File: src/include/rv_defs.svh
`ifndef RV_DEFS_SVH
`define RV_DEFS_SVH

`define XLEN          32
`define AWIDTH        5
`define FUNCT_WIDTH   3
`define ALU_WIDTH     14
`define OPCODE_WIDTH  11

// One-hot ALU bit positions
`define ADD   0
`define SUB   1
`define SLT   2
`define SLTU  3
`define XOR   4
`define OR    5
`define AND   6
`define SLL   7
`define SRL   8
`define SRA   9
`define EQ    10
`define NEQ   11
`define GE    12
`define GEU   13

// One-hot opcode class positions
`define RTYPE       0
`define ITYPE       1
`define LOAD_WORD   2
`define STORE_WORD  3
`define BRANCH      4
`define JAL         5
`define JALR        6
`define LUI         7
`define AUIPC       8
`define SYSTEM      9
`define FENCE       10

// RV32 major opcodes
`define OPC_RTYPE   7'b0110011
`define OPC_ITYPE   7'b0010011
`define OPC_LOAD    7'b0000011
`define OPC_STORE   7'b0100011
`define OPC_BRANCH  7'b1100011
`define OPC_JAL     7'b1101111
`define OPC_JALR    7'b1100111
`define OPC_LUI     7'b0110111
`define OPC_AUIPC   7'b0010111
`define OPC_SYSTEM  7'b1110011
`define OPC_FENCE   7'b0001111

`endif

File: src/rtl/rv_pkg.sv
`include "rv_defs.svh"

package rv_pkg;

    typedef logic [`XLEN-1:0]         xlen_t;
    typedef logic [`XLEN-1:0]         pc_t;
    typedef logic [`AWIDTH-1:0]       reg_addr_t;
    typedef logic [`FUNCT_WIDTH-1:0]  funct3_t;
    typedef logic [`ALU_WIDTH-1:0]    alu_op_t;
    typedef logic [`OPCODE_WIDTH-1:0] opcode_t;

    // Decode stage to execute stage
    typedef struct packed {
        logic      valid;
        pc_t       pc;
        alu_op_t   alu;
        opcode_t   opcode;
        funct3_t   funct3;
        reg_addr_t rs1;
        reg_addr_t rs2;
        reg_addr_t rd;
        xlen_t     imm;
    } decoded_t;

    // Register writeback
    typedef struct packed {
        logic      we;
        reg_addr_t rd;
        xlen_t     data;
    } wb_t;

    // Load and store request, one-cycle strobe
    typedef struct packed {
        logic  req;
        logic  store;
        xlen_t addr;
        xlen_t wdata;
    } mem_req_t;

endpackage

File: src/rtl/rv_alu.sv
`include "rv_defs.svh"

module rv_alu import rv_pkg::*; (
    input  decoded_t dec,
    input  xlen_t    rs1_value,
    input  xlen_t    rs2_value,
    output xlen_t    alu_value
);

    xlen_t      a;
    xlen_t      b;
    logic [4:0] shamt;

    // Operand A is PC for JAL and AUIPC, zero for LUI
    always_comb begin
        if (dec.opcode[`JAL] || dec.opcode[`AUIPC]) begin
            a = dec.pc;
        end else if (dec.opcode[`LUI]) begin
            a = '0;
        end else begin
            a = rs1_value;
        end
    end

    assign b = (dec.opcode[`RTYPE] || dec.opcode[`BRANCH]) ? rs2_value : dec.imm;
    assign shamt = b[4:0];

    always_comb begin
        case (1'b1)
            dec.alu[`ADD]:  alu_value = a + b;
            dec.alu[`SUB]:  alu_value = a - b;
            dec.alu[`SLT]:  alu_value = xlen_t'($signed(a) < $signed(b));
            dec.alu[`SLTU]: alu_value = xlen_t'(a < b);
            dec.alu[`XOR]:  alu_value = a ^ b;
            dec.alu[`OR]:   alu_value = a | b;
            dec.alu[`AND]:  alu_value = a & b;
            dec.alu[`SLL]:  alu_value = a << shamt;
            dec.alu[`SRL]:  alu_value = a >> shamt;
            dec.alu[`SRA]:  alu_value = xlen_t'($signed(a) >>> shamt);
            dec.alu[`EQ]:   alu_value = xlen_t'(a == b);
            dec.alu[`NEQ]:  alu_value = xlen_t'(a != b);
            dec.alu[`GE]:   alu_value = xlen_t'($signed(a) >= $signed(b));
            dec.alu[`GEU]:  alu_value = xlen_t'(a >= b);
            default:        alu_value = '0;
        endcase
    end

endmodule

File: src/rtl/rv_decoder.sv
`include "rv_defs.svh"

module rv_decoder import rv_pkg::*; (
    input  logic     ex_clk,
    input  logic     ex_rst,
    input  xlen_t    instr,
    input  pc_t      pc,
    input  logic     ce,
    input  logic     stall,
    input  logic     flush,
    input  logic     kill,
    output decoded_t dec
);

    funct3_t  funct3;
    alu_op_t  alu_d;
    opcode_t  opc_d;
    xlen_t    imm_d;
    decoded_t dec_d;

    // R-type and I-type share the funct3 map, alt picks SUB or SRA
    function automatic alu_op_t arith_op(funct3_t f3, logic alt);
        alu_op_t op;
        op = '0;
        case (f3)
            3'b000: op[alt ? `SUB : `ADD] = 1'b1;
            3'b001: op[`SLL] = 1'b1;
            3'b010: op[`SLT] = 1'b1;
            3'b011: op[`SLTU] = 1'b1;
            3'b100: op[`XOR] = 1'b1;
            3'b101: op[alt ? `SRA : `SRL] = 1'b1;
            3'b110: op[`OR] = 1'b1;
            default: op[`AND] = 1'b1;
        endcase
        return op;
    endfunction

    assign funct3 = instr[14:12];

    always_comb begin
        alu_d = '0;
        opc_d = '0;
        imm_d = '0;
        case (instr[6:0])
            `OPC_RTYPE: begin
                opc_d[`RTYPE] = 1'b1;
                alu_d = arith_op(funct3, instr[30]);
            end
            `OPC_ITYPE: begin
                opc_d[`ITYPE] = 1'b1;
                // No SUBI, so funct7 only matters for right shifts
                alu_d = arith_op(funct3, instr[30] && (funct3 == 3'b101));
                imm_d = {{20{instr[31]}}, instr[31:20]};
            end
            `OPC_LOAD, `OPC_JALR: begin
                opc_d[(instr[6:0] == `OPC_LOAD) ? `LOAD_WORD : `JALR] = 1'b1;
                alu_d[`ADD] = 1'b1;
                imm_d = {{20{instr[31]}}, instr[31:20]};
            end
            `OPC_STORE: begin
                opc_d[`STORE_WORD] = 1'b1;
                alu_d[`ADD] = 1'b1;
                imm_d = {{20{instr[31]}}, instr[31:25], instr[11:7]};
            end
            `OPC_BRANCH: begin
                opc_d[`BRANCH] = 1'b1;
                case (funct3)
                    3'b000: alu_d[`EQ] = 1'b1;
                    3'b001: alu_d[`NEQ] = 1'b1;
                    3'b100: alu_d[`SLT] = 1'b1;
                    3'b101: alu_d[`GE] = 1'b1;
                    3'b110: alu_d[`SLTU] = 1'b1;
                    default: alu_d[`GEU] = 1'b1;
                endcase
                imm_d = {{19{instr[31]}}, instr[31], instr[7], instr[30:25],
                         instr[11:8], 1'b0};
            end
            `OPC_JAL: begin
                opc_d[`JAL] = 1'b1;
                alu_d[`ADD] = 1'b1;
                imm_d = {{11{instr[31]}}, instr[31], instr[19:12], instr[20],
                         instr[30:21], 1'b0};
            end
            `OPC_LUI, `OPC_AUIPC: begin
                opc_d[(instr[6:0] == `OPC_LUI) ? `LUI : `AUIPC] = 1'b1;
                alu_d[`ADD] = 1'b1;
                imm_d = {instr[31:12], 12'b0};
            end
            `OPC_SYSTEM: opc_d[`SYSTEM] = 1'b1;
            `OPC_FENCE:  opc_d[`FENCE] = 1'b1;
            default: ;
        endcase
    end

    assign dec_d = '{valid: 1'b1, pc: pc, alu: alu_d, opcode: opc_d, funct3: funct3,
                     rs1: instr[19:15], rs2: instr[24:20], rd: instr[11:7], imm: imm_d};

    always_ff @(posedge ex_clk or negedge ex_rst) begin
        if (!ex_rst) begin
            dec <= '0;
        end else if (flush || kill) begin
            dec.valid <= 1'b0;
        end else if (!stall) begin
            if (ce) begin
                dec <= dec_d;
            end else begin
                dec.valid <= 1'b0;
            end
        end
    end

endmodule

File: src/rtl/rv_exec_core.sv
module rv_exec_core import rv_pkg::*; (
    input  logic     ex_clk,
    input  logic     ex_rst,
    input  xlen_t    instr,
    input  pc_t      pc,
    input  logic     ce,
    input  logic     stall,
    input  logic     flush,
    output wb_t      wb,
    output mem_req_t mem_req,
    output logic     change_pc,
    output pc_t      next_pc
);

    decoded_t dec;
    xlen_t    rs1_data, rs2_data;
    xlen_t    rs1_value, rs2_value;
    xlen_t    alu_value;

    // change_pc doubles as the decode kill
    rv_decoder u_decoder (
        .ex_clk (ex_clk),
        .ex_rst (ex_rst),
        .instr  (instr),
        .pc     (pc),
        .ce     (ce),
        .stall  (stall),
        .flush  (flush),
        .kill   (change_pc),
        .dec    (dec)
    );

    rv_regfile u_regfile (
        .ex_clk   (ex_clk),
        .ex_rst   (ex_rst),
        .rs1      (dec.rs1),
        .rs2      (dec.rs2),
        .rs1_data (rs1_data),
        .rs2_data (rs2_data),
        .wb       (wb)
    );

    rv_alu u_alu (
        .dec       (dec),
        .rs1_value (rs1_value),
        .rs2_value (rs2_value),
        .alu_value (alu_value)
    );

    rv_execute u_execute (
        .ex_clk    (ex_clk),
        .ex_rst    (ex_rst),
        .dec       (dec),
        .stall     (stall),
        .rs1_data  (rs1_data),
        .rs2_data  (rs2_data),
        .rs1_value (rs1_value),
        .rs2_value (rs2_value),
        .alu_value (alu_value),
        .wb        (wb),
        .mem_req   (mem_req),
        .change_pc (change_pc),
        .next_pc   (next_pc)
    );

endmodule

File: src/rtl/rv_execute.sv
`include "rv_defs.svh"

module rv_execute import rv_pkg::*; (
    input  logic     ex_clk,
    input  logic     ex_rst,
    input  decoded_t dec,
    input  logic     stall,
    input  xlen_t    rs1_data,
    input  xlen_t    rs2_data,
    output xlen_t    rs1_value,
    output xlen_t    rs2_value,
    input  xlen_t    alu_value,
    output wb_t      wb,
    output mem_req_t mem_req,
    output logic     change_pc,
    output pc_t      next_pc
);

    logic      wb_we_q, req_q, change_pc_q;
    logic      store_q;
    reg_addr_t wb_rd_q;
    xlen_t     wb_data_q, addr_q, wdata_q;
    pc_t       next_pc_q;

    logic  op_rtype, op_itype, op_load, op_store, op_branch;
    logic  op_jal, op_jalr, op_lui, op_auipc;
    logic  issue, writes_rd, taken;
    pc_t   pc_plus4, target;
    xlen_t rd_value;

    assign op_rtype  = dec.opcode[`RTYPE];
    assign op_itype  = dec.opcode[`ITYPE];
    assign op_load   = dec.opcode[`LOAD_WORD];
    assign op_store  = dec.opcode[`STORE_WORD];
    assign op_branch = dec.opcode[`BRANCH];
    assign op_jal    = dec.opcode[`JAL];
    assign op_jalr   = dec.opcode[`JALR];
    assign op_lui    = dec.opcode[`LUI];
    assign op_auipc  = dec.opcode[`AUIPC];

    // Last result bypasses the register file write that lands this edge
    assign rs1_value = (wb_we_q && (wb_rd_q != '0) && (wb_rd_q == dec.rs1)) ? wb_data_q
                                                                             : rs1_data;
    assign rs2_value = (wb_we_q && (wb_rd_q != '0) && (wb_rd_q == dec.rs2)) ? wb_data_q
                                                                             : rs2_data;

    // Younger instruction in decode is squashed while change_pc is high
    assign issue     = dec.valid && !stall && !change_pc_q;
    assign writes_rd = op_rtype || op_itype || op_lui || op_auipc || op_jal || op_jalr;
    // Bit 0 of the ALU result holds the branch compare
    assign taken     = (op_branch && alu_value[0]) || op_jal || op_jalr;
    assign pc_plus4  = dec.pc + 32'd4;

    // LUI and AUIPC results come straight from the ALU
    always_comb begin
        if (op_jal || op_jalr) begin
            rd_value = pc_plus4;
        end else begin
            rd_value = alu_value;
        end
    end

    always_comb begin
        if (op_branch) begin
            target = alu_value[0] ? dec.pc + dec.imm : pc_plus4;
        end else if (op_jal) begin
            target = alu_value;
        end else if (op_jalr) begin
            target = {alu_value[31:1], 1'b0};
        end else begin
            target = pc_plus4;
        end
    end

    always_ff @(posedge ex_clk or negedge ex_rst) begin
        if (!ex_rst) begin
            wb_we_q     <= 1'b0;
            req_q       <= 1'b0;
            change_pc_q <= 1'b0;
        end else begin
            wb_we_q     <= issue && writes_rd && (dec.rd != '0);
            req_q       <= issue && (op_load || op_store);
            change_pc_q <= issue && taken;
        end
    end

    always_ff @(posedge ex_clk) begin
        if (issue) begin
            wb_rd_q   <= dec.rd;
            wb_data_q <= rd_value;
            store_q   <= op_store;
            addr_q    <= alu_value;
            wdata_q   <= rs2_value;
            next_pc_q <= target;
        end
    end

    assign wb        = '{we: wb_we_q, rd: wb_rd_q, data: wb_data_q};
    assign mem_req   = '{req: req_q, store: store_q, addr: addr_q, wdata: wdata_q};
    assign change_pc = change_pc_q;
    assign next_pc   = next_pc_q;

endmodule

File: src/rtl/rv_regfile.sv
`include "rv_defs.svh"

module rv_regfile import rv_pkg::*; (
    input  logic      ex_clk,
    input  logic      ex_rst,
    input  reg_addr_t rs1,
    input  reg_addr_t rs2,
    output xlen_t     rs1_data,
    output xlen_t     rs2_data,
    input  wb_t       wb
);

    xlen_t regs [(1 << `AWIDTH)];

    // Entry 0 is never written, so x0 stays zero after reset
    always_ff @(posedge ex_clk or negedge ex_rst) begin
        if (!ex_rst) begin
            for (int i = 0; i < (1 << `AWIDTH); i++) begin
                regs[i] <= '0;
            end
        end else if (wb.we && (wb.rd != '0)) begin
            regs[wb.rd] <= wb.data;
        end
    end

    assign rs1_data = regs[rs1];
    assign rs2_data = regs[rs2];

endmodule

File: config.mk
export PLATFORM = sky130hd
export DESIGN_NAME = rv_exec_core
export DESIGN_NICKNAME = d
export VERILOG_FILES = /design/src/rtl/rv_pkg.sv /design/src/rtl/rv_alu.sv /design/src/rtl/rv_decoder.sv /design/src/rtl/rv_exec_core.sv /design/src/rtl/rv_execute.sv /design/src/rtl/rv_regfile.sv
export VERILOG_INCLUDE_DIRS = /design/src /design/src/include
export SDC_FILE = /design/constraint.sdc
export NUM_CORES = 2
export LEC_CHECK = 0
export BUFFER_PORTS_ARGS = -buffer_cell sky130_fd_sc_hd__buf_2
export CAP_MARGIN = 10
export CORE_ASPECT_RATIO = 1.25
export CORE_UTILIZATION = 50
export DETAILED_ROUTE_END_ITERATION = 8
export PLACE_DENSITY = 0.66
export SETUP_SLACK_MARGIN = 0.05
export SYNTH_ARGS = -nofsm -noshare
export SYNTH_HDL_FRONTEND = slang
export SYNTH_SLANG_ARGS = --single-unit
File: constraint.sdc
create_clock -name ex_clk -period 34.4 [get_ports ex_clk]
set_clock_uncertainty 0.2 [all_clocks]
set_input_delay 6.88 -clock ex_clk [delete_from_list [all_inputs] [get_ports ex_clk]]
set_output_delay 6.88 -clock ex_clk [all_outputs]
set_load 0.1 [all_outputs]
==> reports/metrics.cfg <==
[outcome]
run_status=finished clean

[clock_network]
cts_root_buffer_type=clkbuf_16
cts_setup_buffers=0
worst_skew_pair.late_latency_ns=0.81
tritoncts_clock_tree=built
total_clock_buffers_created_by_cts=130
clock_path_buffers=3
postCtsResizedCells=0
cts_htree_levels=4
holdBufCountCts=0
cts.reportedPaths.clkPinSlew_ns=0.06
cts_sinks=1264

[setup_path]
startpoint_type=primary input
cp_cell_sequence=buf_8 > buf_4 > buf_4 > buf_4 > buf_4 > buf_4
timing.critical_path.max_delay_family=buffers and inverters
worstPathBufferInverterCount=6
worst_setup_path_end_kind=async pin
critical_path.max_stage_delay_ns=0.89
timing_worst_setup_path_type=primary input to async pin
critPathArrivalTime_ns=11.96
timing.critical_path.fanout_max=116
crit_path_frequent_cell=buf_4
critPathSlowestCell=buf_4
crit_required_ns=34.96

[drt]
route.antenna.remaining_nets=0
m1WireLength_um=106000
post_drt_wl_per_cell_um=35.3
route.top_layer_used=met5
vias=58070
vias_per_cell=6.94
routed-wl-met2_um=132000
drt-pass1-iter-count=9
route.detailed.drc=0
initialDrtViolationCount=7162
route.met3.wl_um=28700
drt-total-wl_um=295000

[global_route]
first_global_vias=57233
initial_antenna_violation_count=21
grt_start_max_net_pins=182
track_usage_pct=38.0
grt_remaining_overflow=0
grt_first_pass_wirelength_um=423000

[timing]
hold_viol=0
setup_viol=0
post-route-period-util_pct=33.1
finalWorstPathRequiredPeriod_ns=11.39
unrepaired_setup_endpoints_after_global_routing=false
worst_slack_ns=23.01
maximum_frequency_from_static_timing_analysis_mhz=87.8
final.setup.tns_ns=0
slew-limit-headroom_pct=12.7
timing.final.max_slew_violations=0
worst-slew-pin-transition_ns=1.31

[final_layout]
layout-drive-gt1-share_pct=36.4
fin_cells=8364
layout.nets=6434
layout-area-overhead-vs-synth_pct=9.38

[power_and_ir_drop]
irDropWorstVdd_v=0.0000488
power.density_cell_area_mw_per_mm2=45.1
p_leak_uw=0.0378

[logic_synthesis]
post_synth.cell_area_avg_um2=12.3
post_synth_main_area_contributors=dfrtp_1 (37%), mux4_2 (15%), mux2_2 (15%)
yosysWarningCount=0
yosysTopAreaCellShare_pct=36.8
post_synth_num_cell_types=109
syn-instance-count=6271
post_synth_edffs=134
synth-seq-cells=1264
synth_nets=6472
synth_top_cell_by_area=dfrtp_1
async_flop_share_pct=89.4
sequential_element_share_of_the_synthesized_area_pct=42.0
syn-cell-area_mm2=0.0768
synth_flop_cell=dfrtp_1

[die]
core_area_mm2=0.152
chipHeight_um=440
initial_utilization_pct=50.4
die_area_mm2=0.155
die_width_um=353
num_rows=160
num_io_pins=206

[min_path]
min-delay-path-class=register to register

[placed_design]
dp.cells=8124
placement.setup.worst_slack_ns=22.02
place_congestion=1.07
dp_hpwl_um=193000
port_buffers=205

[job]
max-cap-violations=0

[power by group]
part	switching, µW	internal, µW
Clock	616	822
Sequential	53.6	1530
Combinational	515	246
Total	1190	2600
[final timing paths]
kind	start	to	slack [ns]	cells past startpoint
worst max-delay path	ex_rst	u_decoder.dec[97]	23.01	6
worst min-delay path	u_regfile.regs[1003]	u_regfile.regs[1003]	0.20	0
min in group asynchronous	ex_rst	u_regfile.regs[634]	5.93	1
worst min register to register	u_regfile.regs[1003]	u_regfile.regs[1003]	0.20	0
worst max register to register	u_decoder.dec[37]	u_execute.next_pc[1]	23.79	25
max in group ex_clk	u_decoder.dec[37]	u_execute.next_pc[1]	23.79	25
[sequential cells by signal (all words and copies together) (netlist names)]
signal,cells
u_execute.req_q,1
u_execute.next_pc,32
u_execute.wb_we_q,1
u_execute.wdata_q,32
u_execute.change_pc,1
u_regfile.regs,1024
u_execute.store_q,1
u_decoder.dec,103
u_execute.addr_q,32
u_execute.wb_rd_q,5
u_execute.wb_data_q,32
[cells in the mapped netlist (92+ instances only)]
master    instances
a22oi_1          98
a21oi_1         254
mux4_2          528
dfrtp_1        1130
mux2_2         1013
o21ai_0         184
mux2i_1         279
edfxtp_1        134
inv_1           130
nand2_1         557
buf_1            92
clkbuf_1        368
ha_1            129
nor2_1          239
[per-layer routing]
| metal | global-route usage, % | vias up |
|---|---|---|
| met5 | 0 | - |
| met1 | 46.1 | 29998 |
| met3 | 10.3 | 1051 |
| met4 | 30.2 | 20 |
| met2 | 57.6 | 3404 |
| li1 | - | 23597 |
[area by class of cell]
type | count | area, µm²
Timing Repair Buffer | 415 | 2750
Antenna cell | 7 | 17.5
Clock inverter | 37 | 422
Inverter | 137 | 515
Clock buffer | 194 | 3810
Tap cell | 2025 | 2530
Fill cell | 12559 | 68300
Multi-Input combinational cell | 4285 | 41600
Sequential cell | 1264 | 32300
[metrics by stage]
step	cell area, µm²	utilization, %	power (µW)	hold slack [ns]
floorplan	76800	-	2080	0.239
CTS	83900	55.1	3780	0.198
detailed placement	79700	52.3	2350	0.184
global placement	79700	52.3	2350	0.177
global route	84000	55.1	3890	0.206
finish	84000	55.2	3790	0.199
[cell families after synthesis]
| logic type | after synthesis | synth area share (%) |
|---|---|---|
| AO/OA/AOI/OAI | 1047 | 9.35 |
| XOR/XNOR | 79 | 0.901 |
| adder cells (fa/ha/maj) | 132 | 2.18 |
| buffers and inverters | 722 | 4.12 |
| flip-flops | 1264 | 42.0 |
| multiplexers | 1835 | 34.3 |
| AND/OR/NAND/NOR | 1192 | 7.06 |
[cell usage in the layout (no fill, tap or decap), types with 23 or more instances in the layout]
master and count:
nor2b_1 51, o22ai_1 43, xor2_1 26, edfxtp_1 134, inv_1 129, buf_4 200, a221oi_1 27, nor2_1 226
mux4_2 528, nor4_1 23, a22o_1 39, buf_2 204, a31oi_1 34, and3_1 25, clkbuf_16 136, mux2i_1 279
clkbuf_1 39, o211ai_1 26, ha_1 129, a21oi_1 254, a22oi_1 98, nand2_1 543, mux2_2 1013, nand3_1 80
nor3_1 54, a21o_1 38, nand2b_1 33, xnor2_1 53, o21ai_0 184, a211oi_1 44, dfrtp_1 1121
[worst reg2reg max path, stage by stage (launching register included)]
cell and delay, ns:
dfrtp_4 0.80, buf_12 0.62, buf_4 0.87, buf_4 0.76, mux4_2 0.65, mux4_2 0.48
mux2i_1 0.41, o21ai_0 0.37, nand2_1 0.16, nand2_1 0.15, ha_1 0.43, nor2_1 0.38
nand4_1 0.29, o31ai_1 0.46, a31oi_1 0.13, a21oi_1 0.63, nor2_1 0.19, xnor2_1 0.23
o221ai_1 0.16, o21a_1 0.14, and3b_1 0.26, a21oi_4 0.06, buf_4 0.29, inv_2 0.62
mux2i_1 0.29, a221o_1 0.35
Power figures use the tool's default switching activity.
